**config.mk**
```make
export PLATFORM = sky130hd
export DESIGN_NAME = spi_master
export DESIGN_NICKNAME = d
export VERILOG_FILES = /design/src/design/spi_pkg.sv /design/src/design/sclk_timer.sv /design/src/design/spi_master.sv /design/src/design/spi_sequencer.sv /design/src/design/spi_shift_register.sv
export SDC_FILE = /design/constraint.sdc
export NUM_CORES = 1
export LEC_CHECK = 0
export BUFFER_PORTS_ARGS = -buffer_cell sky130_fd_sc_hd__clkbuf_2
export CAP_MARGIN = 25
export CORE_MARGIN = 1
export CORE_UTILIZATION = 40
export DETAILED_ROUTE_END_ITERATION = 10
export GPL_TIMING_DRIVEN = 0
export HOLD_SLACK_MARGIN = 0.03
export PLACE_DENSITY_LB_ADDON = 0.3
export SLEW_MARGIN = 20
export SYNTH_ARGS = -nofsm -noshare
export SYNTH_HDL_FRONTEND = slang
export SYNTH_HIERARCHICAL = 1
export SYNTH_SLANG_ARGS = --single-unit
```
**constraint.sdc**
```tcl
create_clock -name clock -period 7.25 [get_ports clock]
set_clock_uncertainty 0.2 [all_clocks]
set_input_delay 0.3625 -clock clock [delete_from_list [all_inputs] [get_ports clock]]
set_output_delay 0.3625 -clock clock [all_outputs]
set_load 0.01 [all_outputs]
```
**src/design/spi_pkg.sv**
```systemverilog
// ##############################
// Widths and configuration shared by the SPI master and its testbench
// A transfer carries at most 32 bits per lane
// ##############################
`default_nettype none

package spi_pkg;

    // SCLK half period is this value plus one system clocks
    typedef logic [2:0] divider_t;

    // Bits per transfer is this value plus one
    typedef logic [4:0] length_t;

    // System clocks between slave select assertion and the start of shifting
    typedef logic [7:0] delay_t;

    // Configuration of one transfer, sampled by the sequencer when start is taken
    typedef struct packed {
        divider_t divider;
        length_t length;
        delay_t ss_delay;
        // First bit on the wire is bit length when set, bit 0 otherwise
        logic msb_first;
        logic ss_active_high;
        logic sclk_idle_high;
        // Clear samples on the leading SCLK edge, set samples on the trailing one
        logic late_latch;
    } spi_config_t;

    // Sequencer states
    typedef enum logic [1:0] {
        IDLE,
        SETUP,
        SHIFT,
        HOLD
    } seq_state_t;

endpackage

`default_nettype wire

```
**src/design/sclk_timer.sv**
```systemverilog
// ##############################
// SCLK generator, runs only while run is high
// Edge pulses are registered together with the SCLK phase
// ##############################
`timescale 1ns/1ps
`default_nettype none

module sclk_timer
    import spi_pkg::*;
(
    input wire logic clock,
    input wire logic reset,
    input wire logic run,
    input wire divider_t divider,
    input wire length_t length,
    input wire logic sclk_idle_high,
    output logic sclk,
    output logic lead_edge,
    output logic trail_edge,
    output logic last_edge
);

    // Counts system clocks inside one SCLK half period
    divider_t half_count;
    // Counts SCLK edges of the current transfer, up to 64
    logic [6:0] edge_count;
    logic [6:0] edge_total;
    // Zero at the idle level, one at the active level
    logic phase;

    // Two edges per bit
    assign edge_total = 7'({length, 1'b0}) + 7'd2;

    // The idle level only flips the polarity, so the phase logic stays mode free
    assign sclk = phase ^ sclk_idle_high;

    always_ff @(posedge clock) begin
        if (!reset || !run) begin
            half_count <= '0;
            edge_count <= '0;
            phase <= 1'b0;
            lead_edge <= 1'b0;
            trail_edge <= 1'b0;
            last_edge <= 1'b0;
        end else begin
            lead_edge <= 1'b0;
            trail_edge <= 1'b0;
            last_edge <= 1'b0;
            // Once all edges are out SCLK stays idle until run drops
            if (edge_count != edge_total) begin
                if (half_count == divider) begin
                    half_count <= '0;
                    phase <= ~phase;
                    edge_count <= edge_count + 7'd1;
                    // Leaving the idle level is the leading edge
                    lead_edge <= ~phase;
                    trail_edge <= phase;
                    last_edge <= (edge_count + 7'd1 == edge_total);
                end else begin
                    half_count <= half_count + 3'd1;
                end
            end
        end
    end

    // The sequencer holds run until it has seen the last edge
    last_edge_in_run: assert property (@(posedge clock) disable iff (!reset)
        last_edge |-> run);

endmodule

`default_nettype wire

```
**src/design/spi_master.sv**
```systemverilog
// ##############################
// SPI master with one SCLK and SS shared by N_CHANNELS lanes
// DATA_WIDTH up to 32, cfg and tx_data are taken with start
// ##############################
`timescale 1ns/1ps
`default_nettype none

module spi_master
    import spi_pkg::*;
#(
    parameter int N_CHANNELS = 3,
    parameter int DATA_WIDTH = 32
) (
    input wire logic clock,
    input wire logic reset,
    input wire spi_config_t cfg,
    input wire logic start,
    input wire logic [N_CHANNELS-1:0][DATA_WIDTH-1:0] tx_data,
    input wire logic [N_CHANNELS-1:0] miso,
    output logic sclk,
    output logic ss,
    output logic [N_CHANNELS-1:0] mosi,
    output logic [N_CHANNELS-1:0][DATA_WIDTH-1:0] rx_data,
    output logic busy,
    output logic done
);

    spi_config_t cur_cfg;
    logic run;
    logic load;
    logic sample;
    logic shift;
    logic lead_edge;
    logic trail_edge;
    logic last_edge;

    spi_sequencer i_sequencer (
        .clock(clock),
        .reset(reset),
        .cfg(cfg),
        .start(start),
        .lead_edge(lead_edge),
        .trail_edge(trail_edge),
        .last_edge(last_edge),
        .run(run),
        .cur_cfg(cur_cfg),
        .load(load),
        .sample(sample),
        .shift(shift),
        .ss(ss),
        .busy(busy),
        .done(done)
    );

    sclk_timer i_timer (
        .clock(clock),
        .reset(reset),
        .run(run),
        .divider(cur_cfg.divider),
        .length(cur_cfg.length),
        .sclk_idle_high(cur_cfg.sclk_idle_high),
        .sclk(sclk),
        .lead_edge(lead_edge),
        .trail_edge(trail_edge),
        .last_edge(last_edge)
    );

    // All lanes share the strobes, only the serial data differs
    for (genvar i = 0; i < N_CHANNELS; i++) begin : g_lane
        spi_shift_register #(
            .DATA_WIDTH(DATA_WIDTH)
        ) i_lane (
            .clock(clock),
            .reset(reset),
            .load(load),
            .sample(sample),
            .shift(shift),
            .msb_first(cur_cfg.msb_first),
            .length(cur_cfg.length),
            .tx_word(tx_data[i]),
            .miso(miso[i]),
            .mosi(mosi[i]),
            .rx_word(rx_data[i])
        );
    end

endmodule

`default_nettype wire

```
**src/design/spi_sequencer.sv**
```systemverilog
// ##############################
// Transfer control for all lanes, a start while busy is dropped
// Configuration is frozen from the accepting edge until done
// ##############################
`timescale 1ns/1ps
`default_nettype none

module spi_sequencer
    import spi_pkg::*;
(
    input wire logic clock,
    input wire logic reset,
    input wire spi_config_t cfg,
    input wire logic start,
    input wire logic lead_edge,
    input wire logic trail_edge,
    input wire logic last_edge,
    output logic run,
    output spi_config_t cur_cfg,
    output logic load,
    output logic sample,
    output logic shift,
    output logic ss,
    output logic busy,
    output logic done
);

    seq_state_t state;
    // Shared down-counter for the setup delay and the hold time
    delay_t count;
    // Set after the first leading edge of a transfer
    logic lead_seen;

    assign load = start && (state == IDLE);
    assign busy = (state != IDLE);
    assign run = (state == SHIFT);

    // Latching on the leading edge leaves the trailing edge for the shift
    // Latching on the trailing edge shifts on every leading edge but the first,
    // because the first bit is already on MOSI from load onward
    assign sample = cur_cfg.late_latch ? trail_edge : lead_edge;
    assign shift = cur_cfg.late_latch ? (lead_edge && lead_seen) : trail_edge;

    // Follows cfg while idle, so the last load is the accepting edge
    // This also keeps the SCLK idle level tracking cfg between transfers
    always_ff @(posedge clock) begin
        if (!reset || state == IDLE) begin
            cur_cfg <= cfg;
        end
    end

    always_ff @(posedge clock) begin
        if (!reset) begin
            state <= IDLE;
            count <= '0;
            ss <= 1'b0;
            done <= 1'b0;
            lead_seen <= 1'b0;
        end else begin
            done <= 1'b0;
            case (state)
                IDLE: begin
                    if (start) begin
                        // Live cfg here, cur_cfg is loaded by the same edge
                        ss <= cfg.ss_active_high;
                        lead_seen <= 1'b0;
                        if (cfg.ss_delay == '0) begin
                            state <= SHIFT;
                        end else begin
                            state <= SETUP;
                            count <= cfg.ss_delay - 8'd1;
                        end
                    end
                end
                SETUP: begin
                    if (count == '0) begin
                        state <= SHIFT;
                    end else begin
                        count <= count - 8'd1;
                    end
                end
                SHIFT: begin
                    if (lead_edge) begin
                        lead_seen <= 1'b1;
                    end
                    // Hold one more half period after SCLK is back at idle
                    if (last_edge) begin
                        state <= HOLD;
                        count <= delay_t'(cur_cfg.divider);
                    end
                end
                HOLD: begin
                    if (count == '0) begin
                        state <= IDLE;
                        done <= 1'b1;
                        ss <= ~cur_cfg.ss_active_high;
                    end else begin
                        count <= count - 8'd1;
                    end
                end
                default: begin
                    state <= IDLE;
                end
            endcase
        end
    end

    done_one_cycle: assert property (@(posedge clock) disable iff (!reset)
        done |=> !done);

    ss_active_in_shift: assert property (@(posedge clock) disable iff (!reset)
        (state == SHIFT) |-> (ss == cur_cfg.ss_active_high));

    // A start during a transfer must leave its configuration alone
    start_only_in_idle: assert property (@(posedge clock) disable iff (!reset)
        (start && state != IDLE) |=> $stable(cur_cfg));

endmodule

`default_nettype wire

```
**src/design/spi_shift_register.sv**
```systemverilog
// ##############################
// One lane, bits above length are ignored on transmit and zero on receive
// msb_first and length must hold from the cycle after load to the last sample
// ##############################
`timescale 1ns/1ps
`default_nettype none

module spi_shift_register
    import spi_pkg::*;
#(
    parameter int DATA_WIDTH = 32
) (
    input wire logic clock,
    input wire logic reset,
    input wire logic load,
    input wire logic sample,
    input wire logic shift,
    input wire logic msb_first,
    input wire length_t length,
    input wire logic [DATA_WIDTH-1:0] tx_word,
    input wire logic miso,
    output logic mosi,
    output logic [DATA_WIDTH-1:0] rx_word
);

    logic [DATA_WIDTH-1:0] tx_reg;
    logic [DATA_WIDTH-1:0] rx_shift;
    logic [DATA_WIDTH-1:0] rx_next;
    // Bits already shifted out, saturating at length
    length_t tx_count;
    // Bits already sampled, one wider to count a full 32 bit word
    logic [5:0] rx_count;
    length_t tx_index;
    length_t rx_index;

    // Both directions walk down from bit length or up from bit 0
    assign tx_index = msb_first ? length - tx_count : tx_count;
    assign rx_index = msb_first ? length - rx_count[4:0] : rx_count[4:0];

    assign mosi = (int'(tx_index) < DATA_WIDTH) ? tx_reg[tx_index] : 1'b0;

    // Placing each bit at its final position keeps the word right-aligned
    always_comb begin
        rx_next = rx_shift;
        if (int'(rx_index) < DATA_WIDTH) begin
            rx_next[rx_index] = miso;
        end
    end

    always_ff @(posedge clock) begin
        if (!reset || load) begin
            tx_count <= '0;
            rx_count <= '0;
        end else begin
            if (shift && tx_count != length) begin
                tx_count <= tx_count + 5'd1;
            end
            if (sample) begin
                rx_count <= rx_count + 6'd1;
            end
        end
    end

    always_ff @(posedge clock) begin
        if (load) begin
            tx_reg <= tx_word;
            rx_shift <= '0;
        end else if (sample) begin
            rx_shift <= rx_next;
        end
        // Final bit goes straight into the output word
        if (!load && sample && rx_count == {1'b0, length}) begin
            rx_word <= rx_next;
        end
    end

    // The timer gives exactly length+1 latching edges per transfer
    sample_count_limit: assert property (@(posedge clock) disable iff (!reset)
        sample |-> (rx_count <= {1'b0, length}));

endmodule

`default_nettype wire

```
After elaboration in Yosys (flattened, before gate mapping)
Index checks and enable logic that the tools add are counted.

operators by class
  add/sub/neg operators = 17
  order comparisons = 9
  eq/ne operators = 19
  multiplexer cells = 42
  bitwise logic cells = 5
  reduce and logical (&&, ||, !) cells = 32

operators by type and width
  cell                                                        number
  bitwise mux 32 bit                                          3
  less-than comparator 5 x 6 -> 1 bit, second input constant  6
  2-to-1 mux 8 bit                                            4
  2-to-1 mux 5 bit                                            6
  subtractor 5 bit                                            6
  one-hot mux 8 bit (3 select lines)                          1
  adder 6 x 1 -> 6 bit, second input constant                 3
  == test 6 x 5 -> 1 bit                                      3
  logical NOT 8 bit                                           2
  subtractor 8 x 1 -> 8 bit, second input constant            2
  adder 5 x 1 -> 5 bit, second input constant                 3
  binary-select mux 1 bit (select 5 bit)                      3
  demux 1 bit (select 5 bit)                                  3
  >= comparator 5 x 1 -> 1 bit, second input constant         3
  != test 5 bit                                               3
  2-to-1 mux 1 bit                                            13
  logical AND 1 bit                                           12
  2-to-1 mux 2 bit                                            5
  != test 2 bit, second input constant                        5
  one-hot mux 2 bit (4 select lines)                          1
  AND reduction 4 bit                                         2
  adder 6 x 2 -> 7 bit, second input constant                 1
  adder 7 x 1 -> 7 bit, second input constant                 1
  == test 7 bit                                               1
  18 further kinds                                            32

word-level totals
  register bits = 360
  input bits = 122
  word-level logic and storage cells = 156

Longest topological paths before layout
  depth in word-level cells = 7
  depth in mapped cells = 12
  depth with buffers taken out = 10

By module
Netlist, hierarchy kept.

by module, submodules not included
  module                                     instances  cells an instance  area an instance (µm²)  sequential area each (µm²)
  spi_shift_register (g_lane[1].i_lane ...)  2          466                5451.5                  2782.7
  spi_shift_register (g_lane[0].i_lane)      1          466                5436.5                  2782.7
  spi_sequencer                              1          145                1602.8                  860.8
  sclk_timer                                 1          113                955.9                   280.3

Worst setup path after synthesis
OpenSTA, ideal clock, no wires.

  path type = flip-flop to flip-flop
  from = reg i_sequencer.state[0]
  to = reg g_lane[1].i_lane.rx_word[0], enable pin
  arrival time = 4.850 ns
  data required time = 6.589 ns
  setup slack = 1.739 ns
  cell stages (with the launch flop) = 8
  buffers on the path = 1
  clock period less this slack = 5.511 ns
  path through = dfxtp_1 -> inv_1 -> ha_1 -> nand2_1 -> inv_1 -> clkbuf_1 -> nand4b_1 -> nor3_1

on the way
  word-level cells in the longest chain between the ends = 5

RTL lines
  element                          line                      text
  from (decl)                      spi_sequencer.sv:28       seq_state_t state;
  from (signal assigned)           spi_sequencer.sv:54       state <= IDLE;
  from (signal assigned)           spi_sequencer.sv:68       state <= SHIFT;
  from (signal assigned)           spi_sequencer.sv:70       state <= SETUP;
  logical NOT 2 bit                spi_sequencer.sv:34       assign load = start && (state == IDLE);
  logical AND 1 bit                spi_sequencer.sv:34
  net load                         spi_master.sv:30          logic load;
  logical NOT 1 bit                spi_shift_register.sv:72  if (!load && sample && rx_count == {1'b0, length}) begin
  logical AND 1 bit (2 in series)  spi_shift_register.sv:72
  to (signal assigned)             spi_shift_register.sv:73  rx_word <= rx_next;
  to (decl)                        spi_shift_register.sv:23  output logic [DATA_WIDTH-1:0] rx_word

The timed path passes the listed nets, and every way through them passes these cells.
A chain may end at the register's enable or synchronous reset.

Worst setup path after layout
  from = reg, netlist name i_sequencer/cur_cfg[12]
  to = out mosi[2]

on the way
  word-level cells in the longest chain between the ends = 4

RTL lines
  element                                 line                      text
  subtractor 5 bit                        spi_shift_register.sv:37  assign tx_index = msb_first ? length - tx_count : tx_count;
  2-to-1 mux 5 bit                        spi_shift_register.sv:37
  binary-select mux 1 bit (select 5 bit)  spi_shift_register.sv:40  assign mosi = (int'(tx_index) < DATA_WIDTH) ? tx_reg[tx_index] : 1'b0;
  2-to-1 mux 1 bit (not written as such)  spi_shift_register.sv:40
  to (decl)                               spi_master.sv:22          output logic [N_CHANNELS-1:0] mosi,

Every way passes these cells. The select of a mux whose other input is x is not followed.

==> results.py <==
metrics = {
    "pwr": {
        "power_leakage_nw": 9.36,
        "p_per_area_nw_per_um2": 270,
        "clock_power_share": 0.330,
        "p_int_w": 0.00428,
        "power_frac_comb": 0.276,
        "power_switching_w": 0.00197,
        "switching_share": 0.315,
        "pwr-share-seq": 0.394,
        "peakVddDrop_mv": 0.216,
        "total_power_w": 0.00624,
    },
    "global_routing": {
        "grt_use_total": 0.200,
        "grt_max_degree": 77,
        "overflow": 0,
        "antenna_found_initial": 1,
        "grt_pass1_wl_mm": 75.6,
        "grt_pass1_vias": 14400,
    },
    "finish": {
        "final_common_cell": "clkbuf_2",
        "design_area_um2": 23100,
        "syn2layout_area_growth_pct": 23.9,
        "final_cell_mix": "clkbuf_2 (228), edfxtp_1 (204), mux2i_1 (184), dfxtp_1 (156), nand3_1 (128)",
        "fin_nets": 2202,
        "n_antenna_cell": 0,
        "final_core_util": 0.506,
        "drive_gt1_frac": 0.220,
    },
    "placement": {
        "pre_cts_ws_ns": 2.87,
        "gp_congestion": 0.905,
        "dpl_cell_area_um2": 20600,
        "io_buffers": 224,
        "dp_hpwl_mm": 32.3,
    },
    "floorplanning": {
        "fp.dieW_um": 218,
        "start_util": 0.409,
        "die_h_um": 218,
        "coreArea_um2": 45700,
        "ios": 225,
        "die_area_um2": 47500,
        "rows": 78,
    },
    "worst_setup_path": {
        "arrival_ns": 4.30,
        "endpoint_kind": "output pin",
        "critPathMaxFanout": 10,
        "cp.required_ns": 6.69,
        "critPathKind": "flip-flop to output pin",
        "setup.worst_path.start_class": "flip-flop",
    },
    "sta": {
        "hold_violations": 0,
        "rsz0062_at_grt": "no",
        "finalSetupViolCount": 0,
        "holdWs_ns": 0.0702,
        "slew_headroom": 0.365,
        "worst_slack_ns": 2.39,
        "period_share": 0.670,
        "report.final.slew_viol_count": 0,
        "max_freq_ghz": 0.206,
        "finalCriticalPeriod_ns": 4.86,
        "tightest_slew_ns": 0.950,
    },
    "routing": {
        "vias": 14100,
        "drt-initial-drc-count": 798,
        "first_pass_iters": 5,
        "met2WireLength_mm": 23.4,
        "totalWireLength_mm": 47.2,
        "wl_met3_mm": 2.06,
        "wl_per_cell_um": 17.7,
        "top_layer": "met5",
        "vias_per_cell": 5.29,
        "ant_nets": 0,
        "wl_met1_mm": 20.6,
        "drcViolationCount": 0,
    },
    "run": {
        "drv_cap": 0,
    },
    "synth": {
        "netlist_area_um2": 18700,
        "yosysWarnings": 6,
        "synthesis.nets": 1814,
        "avgSynthCellArea_um2": 11.3,
        "synthCells": 1648,
    },
    "cts": {
        "clock-sinks": 360,
        "clockRootBuffer": "clkbuf_16",
        "tritoncts": "yes",
        "postCtsSetupBuffers": 0,
        "clkTransAtPathRegs_ns": 0.06,
        "clockBufferDepth": 3,
        "numCtsBuffers": 41,
        "worst_skew_pair.late_latency_ns": 0.58,
        "htree_levels": 2,
    },
    "hold_path": {
        "worstHoldPathType": "input pin to flip-flop",
    },
    "outcome": {
        "status": "complete, no violations",
    },
}
-- repair_timing --
action | CTS | global route
endpoints found under the hold margin | 111 | 0
gates resized for setup | 0 | 0
endpoints found under the setup margin | 0 | 0
hold buffers | 110 | 0
-- power by group through the flow --
stage / Clock [W] / Sequential [W] / Combinational [W]
after global placement: 0 / 0.00252 / 0.00161
after CTS: 0.00213 / 0.00247 / 0.00171
after global routing: 0.00220 / 0.00248 / 0.00188
after detailed placement: 0 / 0.00251 / 0.00165
after floorplan: 0 / 0.00248 / 0.00122
final: 0.00206 / 0.00246 / 0.00172
-- worst paths after layout --
kind / endpoint / slack [ns] / startpoint / cells after the start
worst max register to register: g_lane[0].i_lane/rx_word[29]$_DFFE_PP_ / 3.35 / i_sequencer/cur_cfg[12]$_DFFE_PP_ / 10
worst min-delay path: i_sequencer/count[4]$_SDFFE_PN0P_ / 0.07 / cfg[8] / 4
worst min register to register: g_lane[1].i_lane/rx_shift[23]$_SDFFE_PP0P_ / 0.27 / g_lane[1].i_lane/rx_shift[23]$_SDFFE_PP0P_ / 2
worst max-delay path: mosi[2] / 2.39 / i_sequencer/cur_cfg[12]$_DFFE_PP_ / 12
-- area by class of cell --
cell class                      count  area, um2
Fill cell                        4053      22600
Buffer                             97        482
Tap cell                          600        751
Multi-Input combinational cell   1140       8750
Timing Repair Buffer              345       2340
Inverter                           51        196
Clock inverter                     19        200
Clock buffer                       57       1150
Sequential cell                   360       9250
-- per-layer routing --
metal | vias to the layer above | track usage
li1 | 6834 | -
met1 | 6865 | 0.253
met2 | 351 | 0.345
met3 | 78 | 0.0300
met4 | 2 | 0.0690
met5 | - | 0
-- critical path: stages (launching register included) --
cell and delay (ns):
edfxtp_1 0.68, inv_1 0.16, ha_1 0.25, inv_1 0.07, fa_1 0.42, mux2i_2 0.56
buf_4 0.37, mux2i_1 0.41, mux2i_1 0.13, mux2i_1 0.15, mux2i_1 0.09, mux2_2 0.28
clkbuf_2 0.14
-- metrics by stage --
step	std cells	TNS (ns)
2_1_floorplan	1648	0
3_3_place_gp	2472	-40.13
3_5_place_dp	2482	0
4_1_cts	2668	0
5_1_grt	2669	0
6_report	2669	0
Note: power is estimated with default switching activity, not from simulation.
